[config.mk]
export PLATFORM = sky130hd
export DESIGN_NAME = decode_control
export DESIGN_NICKNAME = d
export VERILOG_FILES = /design/src/hw/barrel_pkg.sv /design/src/hw/decode_control.sv
export SDC_FILE = /design/constraint.sdc
export NUM_CORES = 1
export LEC_CHECK = 0
export BUFFER_PORTS_ARGS = -buffer_cell sky130_fd_sc_hd__buf_2
export CAP_MARGIN = 20
export CORE_AREA = 4 4 113 115
export CTS_BUF_LIST = sky130_fd_sc_hd__clkbuf_4 sky130_fd_sc_hd__clkbuf_8
export CTS_CLUSTER_DIAMETER = 100
export CTS_CLUSTER_SIZE = 25
export DETAILED_ROUTE_END_ITERATION = 8
export DIE_AREA = 0 0 117 119
export PLACE_DENSITY = 0.67
export SYNTH_ARGS = -nofsm -noshare
export SYNTH_HDL_FRONTEND = slang
export SYNTH_SLANG_ARGS = --single-unit
[constraint.sdc]
create_clock -name clk -period 3.6 [get_ports clk]
set_input_delay 1.08 -clock clk [delete_from_list [all_inputs] [get_ports clk]]
set_output_delay 1.08 -clock clk [all_outputs]
set_load 0.05 [all_outputs]
[src/hw/barrel_pkg.sv]
package barrel_pkg;

  // --------------------------------------------------
  // core dimensions
  // --------------------------------------------------
  localparam int XLEN        = 32;
  localparam int NUM_THREADS = 4;
  localparam int THREAD_W    = 2;
  localparam int REG_ADDR_W  = 5;
  localparam int IMEM_ADDR_W = 8;
  localparam int DMEM_ADDR_W = 8;

  // byte distance between thread start addresses
  localparam logic [XLEN-1:0] THREAD_PC_STRIDE = 32'd256;

  // --------------------------------------------------
  // major opcodes
  // --------------------------------------------------
  localparam logic [6:0] OPC_LUI    = 7'b0110111;
  localparam logic [6:0] OPC_AUIPC  = 7'b0010111;
  localparam logic [6:0] OPC_JAL    = 7'b1101111;
  localparam logic [6:0] OPC_JALR   = 7'b1100111;
  localparam logic [6:0] OPC_BRANCH = 7'b1100011;
  localparam logic [6:0] OPC_LOAD   = 7'b0000011;
  localparam logic [6:0] OPC_STORE  = 7'b0100011;
  localparam logic [6:0] OPC_OP_IMM = 7'b0010011;
  localparam logic [6:0] OPC_OP     = 7'b0110011;

  // funct3 for branches
  localparam logic [2:0] F3_BEQ  = 3'b000;
  localparam logic [2:0] F3_BNE  = 3'b001;
  localparam logic [2:0] F3_BLT  = 3'b100;
  localparam logic [2:0] F3_BGE  = 3'b101;
  localparam logic [2:0] F3_BLTU = 3'b110;
  localparam logic [2:0] F3_BGEU = 3'b111;

  // --------------------------------------------------
  // alu and writeback select codes
  // --------------------------------------------------
  localparam logic [3:0] ALU_ADD    = 4'd0;
  localparam logic [3:0] ALU_SUB    = 4'd1;
  localparam logic [3:0] ALU_SLL    = 4'd2;
  localparam logic [3:0] ALU_SLT    = 4'd3;
  localparam logic [3:0] ALU_SLTU   = 4'd4;
  localparam logic [3:0] ALU_XOR    = 4'd5;
  localparam logic [3:0] ALU_SRL    = 4'd6;
  localparam logic [3:0] ALU_SRA    = 4'd7;
  localparam logic [3:0] ALU_OR     = 4'd8;
  localparam logic [3:0] ALU_AND    = 4'd9;
  localparam logic [3:0] ALU_PASS_B = 4'd10;

  localparam logic [1:0] WB_ALU  = 2'd0;
  localparam logic [1:0] WB_LOAD = 2'd1;
  localparam logic [1:0] WB_LINK = 2'd2;

  // one instruction word, seen through each encoding format
  typedef union packed {
    struct packed {
      logic [6:0] funct7;
      logic [4:0] rs2;
      logic [4:0] rs1;
      logic [2:0] funct3;
      logic [4:0] rd;
      logic [6:0] opcode;
    } r;
    struct packed {
      logic [11:0] imm;
      logic [4:0]  rs1;
      logic [2:0]  funct3;
      logic [4:0]  rd;
      logic [6:0]  opcode;
    } i;
    struct packed {
      logic [6:0] imm_hi;
      logic [4:0] rs2;
      logic [4:0] rs1;
      logic [2:0] funct3;
      logic [4:0] imm_lo;
      logic [6:0] opcode;
    } s;
    struct packed {
      logic       imm12;
      logic [5:0] imm10_5;
      logic [4:0] rs2;
      logic [4:0] rs1;
      logic [2:0] funct3;
      logic [3:0] imm4_1;
      logic       imm11;
      logic [6:0] opcode;
    } b;
    struct packed {
      logic [19:0] imm31_12;
      logic [4:0]  rd;
      logic [6:0]  opcode;
    } u;
    struct packed {
      logic       imm20;
      logic [9:0] imm10_1;
      logic       imm11;
      logic [7:0] imm19_12;
      logic [4:0] rd;
      logic [6:0] opcode;
    } j;
    logic [31:0] raw;
  } instr_u;

endpackage
[src/hw/decode_control.sv]
`timescale 1ns/1ns
module decode_control import barrel_pkg::*; (
  input  logic                  clk,
  input  logic                  reset,
  input  logic                  i_valid,
  input  logic [THREAD_W-1:0]   i_thread,
  input  logic [XLEN-1:0]       i_pc,
  input  instr_u                i_instr,
  output logic [THREAD_W-1:0]   o_rf_thread,
  output logic [REG_ADDR_W-1:0] o_rs1,
  output logic [REG_ADDR_W-1:0] o_rs2,
  input  logic [XLEN-1:0]       i_rs1_data,
  input  logic [XLEN-1:0]       i_rs2_data,
  output logic                  o_ex_valid,
  output logic [THREAD_W-1:0]   o_ex_thread,
  output logic [XLEN-1:0]       o_ex_pc,
  output logic [XLEN-1:0]       o_ex_a,
  output logic [XLEN-1:0]       o_ex_b,
  output logic [XLEN-1:0]       o_ex_imm,
  output logic [3:0]            o_ex_alu_op,
  output logic                  o_ex_src_a_pc,
  output logic                  o_ex_src_b_imm,
  output logic                  o_ex_branch,
  output logic                  o_ex_jump,
  output logic                  o_ex_jalr,
  output logic [2:0]            o_ex_funct3,
  output logic                  o_ex_load,
  output logic                  o_ex_store,
  output logic [REG_ADDR_W-1:0] o_ex_rd,
  output logic [1:0]            o_ex_wb_sel,
  output logic                  o_ex_reg_we
);

  logic [XLEN-1:0] imm_i, imm_s, imm_b, imm_u, imm_j, imm;
  logic [3:0]      alu_op;
  logic            alt;
  logic            src_a_pc, src_b_imm, branch, jump, jalr, load, store, reg_we;
  logic [1:0]      wb_sel;

  // register file read, same cycle
  assign o_rf_thread = i_thread;
  assign o_rs1       = i_instr.r.rs1;
  assign o_rs2       = i_instr.r.rs2;

  // --------------------------------------------------
  // immediates per format
  // --------------------------------------------------
  assign imm_i = {{20{i_instr.i.imm[11]}}, i_instr.i.imm};
  assign imm_s = {{20{i_instr.s.imm_hi[6]}}, i_instr.s.imm_hi, i_instr.s.imm_lo};
  assign imm_b = {{19{i_instr.b.imm12}}, i_instr.b.imm12, i_instr.b.imm11,
                  i_instr.b.imm10_5, i_instr.b.imm4_1, 1'b0};
  assign imm_u = {i_instr.u.imm31_12, 12'b0};
  assign imm_j = {{11{i_instr.j.imm20}}, i_instr.j.imm20, i_instr.j.imm19_12,
                  i_instr.j.imm11, i_instr.j.imm10_1, 1'b0};

  // funct7 bit 5 picks sub/sra; immediate form only for shifts
  assign alt = i_instr.r.funct7[5] &
               ((i_instr.r.opcode == OPC_OP) || (i_instr.r.funct3 == 3'b101));

  always_comb begin
    case (i_instr.r.funct3)
      3'b000:  alu_op = alt ? ALU_SUB : ALU_ADD;
      3'b001:  alu_op = ALU_SLL;
      3'b010:  alu_op = ALU_SLT;
      3'b011:  alu_op = ALU_SLTU;
      3'b100:  alu_op = ALU_XOR;
      3'b101:  alu_op = alt ? ALU_SRA : ALU_SRL;
      3'b110:  alu_op = ALU_OR;
      default: alu_op = ALU_AND;
    endcase
  end

  // control per opcode, unknown opcodes stay no-ops
  always_comb begin
    imm       = imm_i;
    src_a_pc  = 1'b0;
    src_b_imm = 1'b1;
    branch    = 1'b0;
    jump      = 1'b0;
    jalr      = 1'b0;
    load      = 1'b0;
    store     = 1'b0;
    reg_we    = 1'b0;
    wb_sel    = WB_ALU;
    case (i_instr.r.opcode)
      OPC_LUI: begin
        imm    = imm_u;
        reg_we = 1'b1;
      end
      OPC_AUIPC: begin
        imm      = imm_u;
        src_a_pc = 1'b1;
        reg_we   = 1'b1;
      end
      OPC_JAL: begin
        imm    = imm_j;
        jump   = 1'b1;
        wb_sel = WB_LINK;
        reg_we = 1'b1;
      end
      OPC_JALR: begin
        jalr   = 1'b1;
        wb_sel = WB_LINK;
        reg_we = 1'b1;
      end
      OPC_BRANCH: begin
        imm    = imm_b;
        branch = 1'b1;
      end
      // load data source is picked in execute from the load flag
      OPC_LOAD: begin
        load   = 1'b1;
        reg_we = 1'b1;
      end
      OPC_STORE: begin
        imm   = imm_s;
        store = 1'b1;
      end
      OPC_OP_IMM: reg_we = 1'b1;
      OPC_OP: begin
        src_b_imm = 1'b0;
        reg_we    = 1'b1;
      end
      default: reg_we = 1'b0;
    endcase
  end

  // --------------------------------------------------
  // decode to execute register
  // --------------------------------------------------
  always_ff @(posedge clk) begin
    if (reset) begin
      o_ex_valid <= 1'b0;
    end else begin
      o_ex_valid <= i_valid;
    end
  end

  always_ff @(posedge clk) begin
    o_ex_thread    <= i_thread;
    o_ex_pc        <= i_pc;
    o_ex_a         <= i_rs1_data;
    o_ex_b         <= i_rs2_data;
    o_ex_imm       <= imm;
    o_ex_alu_op    <= (i_instr.r.opcode == OPC_LUI) ? ALU_PASS_B :
                      (i_instr.r.opcode == OPC_OP ||
                       i_instr.r.opcode == OPC_OP_IMM) ? alu_op : ALU_ADD;
    o_ex_src_a_pc  <= src_a_pc;
    o_ex_src_b_imm <= src_b_imm;
    o_ex_branch    <= branch;
    o_ex_jump      <= jump;
    o_ex_jalr      <= jalr;
    o_ex_funct3    <= i_instr.r.funct3;
    o_ex_load      <= load;
    o_ex_store     <= store;
    o_ex_rd        <= i_instr.r.rd;
    o_ex_wb_sel    <= wb_sel;
    o_ex_reg_we    <= reg_we;
  end

endmodule

==> summary.md, run 1 <==
| Metric | Value |
|---|---|
| Initial cell density of the core | `0.314` |
| Total length of routed wires | `~11,000 um` |
| Peak supply drop | `261 uV` |
| Kind of end point of the critical path | `primary output` |
| Post-synthesis cell type count | `33` |
| Total of cells resized after clock tree synthesis | `0` |
| Clock tree root driver cell | `sky130_fd_sc_hd__clkbuf_8` |
| Summed negative setup slack over all endpoints | `0 ps` |
| Sort of element at the start of the critical path | `input pin` |
| Fill cell instance count of the final layout | `1,102` |
| Register area | `3040 um2` |
| Drt wl/cell | `approximately 16 um` |
| Max Slew Vio Count | `0` |
| Required time of the worst setup path | `2520 ps` |
| Number of antenna violations at the first check in global routing | `0` |
| Setup repair after global routing missed its margin | `no` |
| Max-cap viol count | `0` |
| Crit share post-route | `0.712` |
| Post-Route Utilization | `0.485` |
| Via-to-Cell Ratio | `4.11` |
| Total number of vias | `a little under 3,000` |
| Cell class contributing the biggest share of worst-path delay | `buffers and inverters` |
| Ratio of cells with drive above 1 in the final layout | `0.595` |
| Sum of buffers and inverters on the critical path | `2` |
| Setup violation total in the final timing report | `0` |
| Power density cells | `about 670 nW/um2` |
| Leakage power | `3.01 nW` |
| Clock net sink count | `roughly 150` |
| Count of buffers from port buffering | `296` |
| Crit-path most repeated cell | `sky130_fd_sc_hd__buf_2` |
| Transition time at the pin with the least slew margin | `862 ps` |
| Cells along the critical path | `buf_2 > buf_2` |
| Yosys warning total | `0` |
| Run status | `finished clean` |
| Wire length of the first global-routing pass | `16,300 um` |
| CTS tree | `built` |
| Part of the Yosys area used for sequential elements | `0.821` |
| Number of standard-cell rows in the floorplan | `40` |
| Final-stage net count | `680` |
| Proportion of synthesized area in mux cells | `0.00574` |
| Number of post-CTS setup repair buffers | `0` |
| Leftover overflow at the end of global routing | `0` |
| Ports placed on the boundary | `approximately 300` |
| Iter 0 DRT Violations | `between 100 and 150` |
| Final cell count without fillers | `707` |
| Cell with the biggest individual delay on the critical path | `sky130_fd_sc_hd__buf_2` |
| Max Clock Freq | `approximately 400 MHz` |
| Multi-input gate area | `between 500 and 600 um2` |
| Startpoint of the most critical setup path | `i_instr[20]` |
| Synthesized-area fraction occupied by adder cells | `0` |
| Fraction of the mapped netlist area in simple logic gates | `0.0692` |
| Number of placed instances with taps included | `675` |
| Async SR Flop Fraction | `0` |
| Overall Global Routing Usage | `0.156` |
| Commonest cells post-synth | `sky130_fd_sc_hd__dfxtp_1, sky130_fd_sc_hd__a21o_1, sky130_fd_sc_hd__buf_4` |
| Placer's final routability congestion estimate | `0.817` |
| Number of levels in the clock H-tree | `4` |
| Overall die width | `117 um` |
| Share of the synthesized area in the top cell type | `0.821` |
| Area of the core | `11,800 um2` |
| Largest net degree at the start of global routing | `23` |
| Most frequently used cell type in the post-synthesis netlist | `sky130_fd_sc_hd__dfxtp_1` |
| Clock tree buffer depth | `2` |
| Vias in the first global route | `3,052` |
| Detailed placer's ending HPWL | `9070 um` |
| Critical path depth in cells | `2` |
| Maximum fanout along the worst path | `4` |
| Post-route minimum period | `2560 ps` |
| Main combinational cell family by area after synthesis | `simple AND/OR/NAND/NOR gates` |
| CP peak stage delay | `about 270 ps` |
| Remaining antenna violation count | `0` |
| Mapped Nets | `383` |
| Cells after Synth | `between 200 and 300` |
| Min-Delay Path Class | `in2reg` |
| CTS hold repair buffers | `0` |
| Die height | `119 um` |
| Normalized max-slew margin | `0.421` |
| Primary flip-flop cell chosen by synthesis mapping | `sky130_fd_sc_hd__dfxtp_1` |
| Die ar. | `13,900 um2` |
| Average cell area after synthesis | `14.8 um2` |
| Area growth, synth to finish | `54.6%` |
| Final Hold Violating Endpoints | `0` |
| Number of buffers inserted during clock tree synthesis | `17` |
| XOR/XNOR share of the synthesized area | `0` |
| Remaining DRCs | `0` |
| Post-synthesis cell type with the largest combined area | `sky130_fd_sc_hd__dfxtp_1` |
| Cell types occupying the most area after synthesis | `sky130_fd_sc_hd__dfxtp_1, sky130_fd_sc_hd__a21o_1, sky130_fd_sc_hd__buf_4, sky130_fd_sc_hd__nor2b_1, sky130_fd_sc_hd__a22o_1` |
| Type of the worst setup path | `in2out` |
| Capture point of the worst path | `o_rs2[0]` |
| Post-synth design cell area | `3700 um2` |
| Clock transition at the registers of the reported paths | `approximately 80 ps` |
| Flop and latch count out of synthesis | `~150` |
| Complex-gate fraction of the synthesized area | `0.0672` |
| Overall Power | `a little under 4 mW` |
| Arrival time at the worst endpoint | `about 1500 ps` |
| Antenna Cells | `0` |
| First-pass detailed-route iteration total | `6` |
| Number of flops mapped to enable cells by yosys | `0` |
[per-stage QoR]
step | hold slack (ps) | area (um2) | setup WS (ps)
4_1_cts | 707 | 5730 | 1020
6_report | 747 | 5730 | 1040
3_3_place_gp | 1180 | 5250 | 866
5_1_grt | 697 | 5730 | 1020
2_1_floorplan | 1110 | 3700 | 1270
3_5_place_dp | 1180 | 5250 | 826
[layout by cell type (no fill, tap or decap), types with 2 or more instances in the layout]
master	synthesis	final
sky130_fd_sc_hd__inv_1	3	3
sky130_fd_sc_hd__nor4_1	2	2
sky130_fd_sc_hd__a21o_1	19	19
sky130_fd_sc_hd__nand2_1	7	7
sky130_fd_sc_hd__buf_2	3	296
sky130_fd_sc_hd__and3_1	2	2
sky130_fd_sc_hd__clkbuf_8	0	21
sky130_fd_sc_hd__o21ai_0	4	4
sky130_fd_sc_hd__clkinv_2	0	3
sky130_fd_sc_hd__nand3_1	2	2
sky130_fd_sc_hd__a22o_1	4	4
sky130_fd_sc_hd__bufinv_16	0	5
sky130_fd_sc_hd__nor2b_1	10	10
sky130_fd_sc_hd__nor2_1	7	7
sky130_fd_sc_hd__dfxtp_1	152	152
sky130_fd_sc_hd__clkbuf_4	0	3
sky130_fd_sc_hd__nor3_1	2	2
[layer usage]
metal | track usage | vias up | part of all wire
met5 | 0 | - | 0
met4 | 0.0602 | 0 | 0.018
met3 | 0.0752 | 17 | 0.098
met2 | 0.271 | 166 | 0.51
met1 | 0.159 | 1316 | 0.37
li1 | - | 1406 | -
[area by class of cell]
cell class	instances	share of cell area
tap	147	0.0321
timing repair buffer	296	0.259
multi-input combinational	77	0.0926
sequential	152	0.531
clock buffer	24	0.0544
clock inverter	8	0.0288
inverter	3	0.00197
[cells by family (layout without fill, tap and decap cells)]
| family | count (synthesis) | in the layout |
|---|---|---|
| flops | 152 | 152 |
| simple gates | 41 | 41 |
| compound gates | 33 | 33 |
| buf+inv | 21 | 331 |
| mux | 2 | 2 |
| other cells | 1 | 1 |
[flip-flops by register name (all words and copies together), names as in the netlist, 2 cells and up]
signal	count
o_ex_b	32
o_ex_imm	32
o_ex_funct3	3
o_ex_a	32
o_ex_alu_op	4
o_ex_rd	5
o_ex_pc	32
o_ex_thread	2
[worst min-delay path by stage]
stage,from,endpoint,slack [ps],depth (start not counted)
floorplan,i_rs1_data[0],o_ex_a[0],1110,0
global route,i_pc[28],o_ex_pc[28],700,1
detailed placement,i_pc[12],o_ex_pc[12],1180,1
CTS,i_rs1_data[30],o_ex_a[30],710,1
global placement,i_pc[15],o_ex_pc[15],1180,1
finish,i_rs1_data[30],o_ex_a[30],750,1
[report_power, final]
part           switching [mW]  internal, mW
combinational           0.426         0.132
clock                   0.578         0.921
sequential             0.0201          1.77
total                    1.02          2.82
No activity file was read; power rests on OpenSTA's default activity.
==> run 2: changes to the inputs <==
- CORE_AREA: 4 4 113 115 -> 4 4 114 116
- DIE_AREA: 0 0 117 119 -> 0 0 118 120
- PLACE_DENSITY: 0.67 -> 0.66
- clock period: 3.6 -> 2.45 ns (I/O delays scaled with it)
==> run 2 against run 1 <==
Non-clock buffer count rose by 3. Sequential power increased by 47%. Largest power group unchanged. Largest cell class unchanged. Combinational power is 47% higher.
==> summary.md, run 2 (synthesized netlist as in run 1, its figures left out) <==
| Metric | Value |
|---|---|
| Total number of vias | `between 2,000 and 3,000` |
| Ports placed on the boundary | `298` |
| Clock group share of total power | `0.355` |
| Top routing layer in use | `met4` |
| Wire length of the first global-routing pass | `17,200 um` |
| Clock tree buffer depth | `2` |
| Transition time at the pin with the least slew margin | `856 ps` |
| Final cell count without fillers | `710` |
| CTS hold repair buffers | `0` |
| Remaining DRCs | `0` |
| Post-route cell area | `5680 um2` |
| Ratio of cells with drive above 1 in the final layout | `0.597` |
| Number of post-CTS setup repair buffers | `0` |
| Cells along the critical path | `buf_2 > buf_2` |
| Clock net sink count | `152` |
| Source of the worst hold timing path | `i_rs1_data[29]` |
| Largest net degree at the start of global routing | `20` |
| First-pass detailed-route iteration total | `4` |
| Crit-path most repeated cell | `sky130_fd_sc_hd__buf_2` |
| Vias in the first global route | `3,028` |
| Sort of element at the start of the critical path | `input pin` |
| Worst setup slack after layout | `562 ps` |
| Remaining antenna violation count | `0` |
| Sum of buffers and inverters on the critical path | `2` |
| Proportion of power drawn by flip-flops and latches | `0.491` |
| Initial cell density of the core | `0.311` |
| Overall die width | `118 um` |
| Iter 0 DRT Violations | `100` |
| Max-cap viol count | `0` |
| Int Pwr | `3.80 mW` |
| Drt wl/cell | `16.1 um` |
| Worst hold path endpoint | `o_ex_a[29]` |
| Via-to-Cell Ratio | `around 4` |
| Multi-input gate area | `between 500 and 600 um2` |
| Cell with the biggest individual delay on the critical path | `sky130_fd_sc_hd__buf_2` |
| Wire length on met2 | `5900 um` |
| Area after DPL | `between 5000 and 6000 um2` |
| Place WS | `261 ps` |
| Die height | `120 um` |
| Number of standard-cell rows in the floorplan | `40` |
| Overall Global Routing Usage | `0.162` |
| Clock tree root driver cell | `sky130_fd_sc_hd__clkbuf_8` |
| Final Hold Violating Endpoints | `0` |
| Commonest non-fill, non-tap cell in the layout | `sky130_fd_sc_hd__buf_2` |
| Net switching power of the design | `1.55 mW` |
| Count of buffers from port buffering | `296` |
| Cell class contributing the biggest share of worst-path delay | `buffers and inverters` |
| Min-Delay Path Class | `in2reg` |
| Final-stage net count | `683` |
| Arrival time at the worst endpoint | `1150 ps` |
| Total routed wire length on the met1 layer | `approximately 4300 um` |
| Total length of routed wires | `~11,000 um` |
| Post-route minimum period | `1890 ps` |
| Peak supply drop | `roughly 470 uV` |
| Type of the worst setup path | `in2out` |
| Met3 wirelength from detailed routing | `993 um` |
| Comb pwr share | `0.154` |
| Die ar. | `14,200 um2` |
| Post-Route Utilization | `0.477` |
| Summed negative setup slack over all endpoints | `0 ps` |
| Proportion of total power due to net switching | `0.289` |
| Overall Power | `around 5.3 mW` |
| Detailed placer's ending HPWL | `9160 um` |
| Area of the core | `approximately 12,000 um2` |
| Clock transition at the registers of the reported paths | `80 ps` |
| Number of levels in the clock H-tree | `4` |
| Area growth, synth to finish | `53.4%` |
| Run status | `finished clean` |
| Normalized max-slew margin | `0.425` |
| Leakage power | `around 3.0 nW` |
| Setup repair after global routing missed its margin | `no` |
| Hold Path Stages | `1` |
| Antenna Cells | `0` |
| Number of buffers inserted during clock tree synthesis | `17` |
| Leftover overflow at the end of global routing | `0` |
| Maximum fanout along the worst path | `4` |
| CTS tree | `built` |
| Startpoint of the most critical setup path | `i_instr[20]` |
| CP peak stage delay | `280 ps` |
| Power density cells | `941 nW/um2` |
| Number of placed instances with taps included | `678` |
| Register area | `about 3000 um2` |
| Most frequent cells in the layout | `sky130_fd_sc_hd__buf_2, sky130_fd_sc_hd__dfxtp_1, sky130_fd_sc_hd__clkbuf_8` |
| Placer's final routability congestion estimate | `0.867` |
| Crit share post-route | `0.770` |
| Setup violation total in the final timing report | `0` |
| Required time of the worst setup path | `1710 ps` |
| Fill cell instance count of the final layout | `1,100` |
| Total of cells resized after clock tree synthesis | `0` |
| Max Clock Freq | `about 530 MHz` |
| Worst hold slack | `383 ps` |
| Number of antenna violations at the first check in global routing | `0` |
| Kind of end point of the critical path | `primary output` |
| Max Slew Vio Count | `0` |
## run 2: cell count changes in the layout (fill, tap and decap cells not counted)
cell / previous run / this run
sky130_fd_sc_hd__bufinv_16: 5 / 2
sky130_fd_sc_hd__clkbuf_8: 21 / 20
sky130_fd_sc_hd__clkinv_4: 0 / 2
sky130_fd_sc_hd__clkbuf_4: 3 / 2
sky130_fd_sc_hd__clkinvlp_4: 0 / 3
sky130_fd_sc_hd__clkinv_2: 3 / 2
sky130_fd_sc_hd__inv_6: 0 / 1
sky130_fd_sc_hd__buf_4: 0 / 3
## run 2: layout make-up
class,count,area share
clock buffers,22,0.0511
repair buffers,299,0.265
multi-input cells,77,0.0934
inverters,3,0.00198
flip-flops and latches,152,0.536
well taps,147,0.0324
clock inverters,10,0.0209
## run 2: worst max path at each step
stage	end	slack (ps)	cells past startpoint
floorplan	o_ex_imm[11]	470	5
global placement	o_ex_reg_we	310	5
detailed placement	o_ex_imm[16]	260	5
CTS	o_rs2[0]	550	2
global route	o_rs2[0]	540	2
finish	o_rs2[0]	560	2
## run 2: power by group through the flow
stage / logic [mW] / registers [mW] / clock network (mW)
after floorplan: 0.106 / 3.14 / 0
after global placement: 0.821 / 2.68 / 0
after detailed placement: 0.826 / 2.68 / 0
after CTS: 0.829 / 2.63 / 1.95
after global routing: 0.855 / 2.64 / 2.07
final: 0.822 / 2.63 / 1.90
## run 2: layer usage
layer	GRT usage	vias to the layer above
met3	0.0693	21
met1	0.172	1326
met4	0.0791	0
met5	0	-
li1	-	1408
met2	0.277	164
==> run 3: changes to the inputs <==
- clock period: 2.45 -> 1.8 ns (I/O delays scaled with it)
==> run 3 against run 2 <==
Sequential share of layout area shrank 0.80 points. Non-clock buffer count increased by 16. Clock-buffer cell count did not move. First-iteration DRC count is 30% higher. Worst hold slack worse by 180 ps. Global-route usage shrank 0.20 points. Setup slack worse by 360 ps. Via count grew 2.6%.
==> summary.md, run 3 (synthesized netlist as in run 1, its figures left out) <==
| Metric | Value |
|---|---|
| Clock net sink count | `152` |
| Number of antenna violations at the first check in global routing | `0` |
| Final Hold Violating Endpoints | `0` |
| Area of the core | `11,900 um2` |
| Total number of vias | `2,994` |
| Area after DPL | `about 5400 um2` |
| Summed negative setup slack over all endpoints | `0 ps` |
| Overall Power | `~7.1 mW` |
| Die ar. | `14,200 um2` |
| Max Clock Freq | `627 MHz` |
| Final-stage net count | `roughly 700` |
| Setup repair after global routing missed its margin | `no` |
| Number of standard-cell rows in the floorplan | `40` |
| Initial cell density of the core | `0.311` |
| Min-Delay Path Class | `in2reg` |
| Leakage power | `3.05 nW` |
| Vias in the first global route | `3,114` |
| Required time of the worst setup path | `approximately 1300 ps` |
| Type of the worst setup path | `reg2out` |
| Comb pwr share | `0.160` |
| Number of buffers inserted during clock tree synthesis | `17` |
| Clock tree buffer depth | `2` |
| Final cell count without fillers | `726` |
| Setup violation total in the final timing report | `0` |
| Power density cells | `~1200 nW/um2` |
| Via-to-Cell Ratio | `4.12` |
| Count of buffers from port buffering | `296` |
| Remaining antenna violation count | `0` |
| Die height | `120 um` |
| Run status | `finished clean` |
| Worst setup slack after layout | `206 ps` |
| Fill cell instance count of the final layout | `between 1,000 and 1,500` |
| Kind of end point of the critical path | `primary output` |
| Total of cells resized after clock tree synthesis | `0` |
| Int Pwr | `5.01 mW` |
| Post-Route Utilization | `0.484` |
| Number of placed instances with taps included | `694` |
| Overall die width | `118 um` |
| First-pass detailed-route iteration total | `4` |
| Clock tree root driver cell | `sky130_fd_sc_hd__clkbuf_8` |
| Arrival time at the worst endpoint | `1050 ps` |
| Sort of element at the start of the critical path | `register` |
| Maximum fanout along the worst path | `1` |
| Transition time at the pin with the least slew margin | `906 ps` |
| Clock transition at the registers of the reported paths | `80 ps` |
| Normalized max-slew margin | `0.392` |
| Antenna Cells | `0` |
| Proportion of total power due to net switching | `0.296` |
| Iter 0 DRT Violations | `130` |
| Detailed placer's ending HPWL | `9270 um` |
| Net switching power of the design | `about 2.1 mW` |
| Wire length of the first global-routing pass | `17,200 um` |
| Proportion of power drawn by flip-flops and latches | `0.502` |
| Worst hold slack | `198 ps` |
| Crit share post-route | `0.886` |
| Startpoint of the most critical setup path | `o_ex_b[7]` |
| Clock group share of total power | `0.337` |
| CTS tree | `built` |
| Commonest non-fill, non-tap cell in the layout | `sky130_fd_sc_hd__buf_2` |
| Post-route cell area | `5770 um2` |
| Sum of buffers and inverters on the critical path | `1` |
| Placer's final routability congestion estimate | `roughly 0.9` |
| Remaining DRCs | `0` |
| Ports placed on the boundary | `298` |
| Area growth, synth to finish | `55.7%` |
| Ratio of cells with drive above 1 in the final layout | `0.608` |
| Cell with the biggest individual delay on the critical path | `sky130_fd_sc_hd__dfxtp_1` |
| Cell class contributing the biggest share of worst-path delay | `flip-flops` |
| Cells along the critical path | `buf_2` |
| Post-route minimum period | `around 1600 ps` |
| Number of post-CTS setup repair buffers | `0` |
| Peak supply drop | `752 uV` |
| Max Slew Vio Count | `0` |
| Overall Global Routing Usage | `0.160` |
| Leftover overflow at the end of global routing | `0` |
| Largest net degree at the start of global routing | `20` |
| CP peak stage delay | `between 300 and 400 ps` |
| Drt wl/cell | `~16 um` |
| Place WS | `-177 ps` |
| Max-cap viol count | `0` |
| CTS hold repair buffers | `0` |
| Total length of routed wires | `roughly 11,000 um` |
| Source of the worst hold timing path | `i_rs1_data[7]` |
| Most frequent cells in the layout | `sky130_fd_sc_hd__buf_2, sky130_fd_sc_hd__dfxtp_1, sky130_fd_sc_hd__a21o_1, sky130_fd_sc_hd__buf_4, sky130_fd_sc_hd__clkbuf_8` |
| Number of levels in the clock H-tree | `4` |
-- run 3: changes by cell type in the layout (fill, tap and decap cells not counted), sizes merged --
| cell | delta |
|---|---|
| buf | +16 |
| clkinv | +1 |
| bufinv | -1 |
-- run 3: metal layers --
layer / part of all wire / vias to the layer above / GRT usage
met5: 0 / - / 0
met4: 0.012 / 0 / 0.0469
met3: 0.097 / 10 / 0.0891
met2: 0.51 / 168 / 0.271
met1: 0.38 / 1373 / 0.172
li1: - / 1443 / -
-- run 3: worst paths after layout --
| check | slack [ps] | cells after the start | to |
|---|---|---|---|
| setup / recovery | 210 | 1 | o_ex_b[7] |
| hold / removal | 200 | 1 | o_ex_a[7] |
-- run 3: final cells by class --
type / instances / area (um2) / share of cell area
sequential: 152 / 3040 / 0.528
timing repair buffer: 315 / 1620 / 0.282
multi-input combinational: 77 / 531 / 0.0920
clock buffer: 22 / 278 / 0.0482
tap: 147 / 184 / 0.0319
clock inverter: 10 / 97.6 / 0.0169
inverter: 3 / 11.3 / 0.00195
-- run 3: power by group through the flow --
| stage | clock (mW) | sequential [mW] | combinational (mW) |
|---|---|---|---|
| final | 2.40 | 3.57 | 1.14 |
| after global routing | 2.65 | 3.59 | 1.19 |
| after CTS | 2.49 | 3.58 | 1.15 |
| after detailed placement | 0 | 3.65 | 1.15 |
| after global placement | 0 | 3.65 | 1.14 |
| after floorplan | 0 | 4.28 | 0.145 |
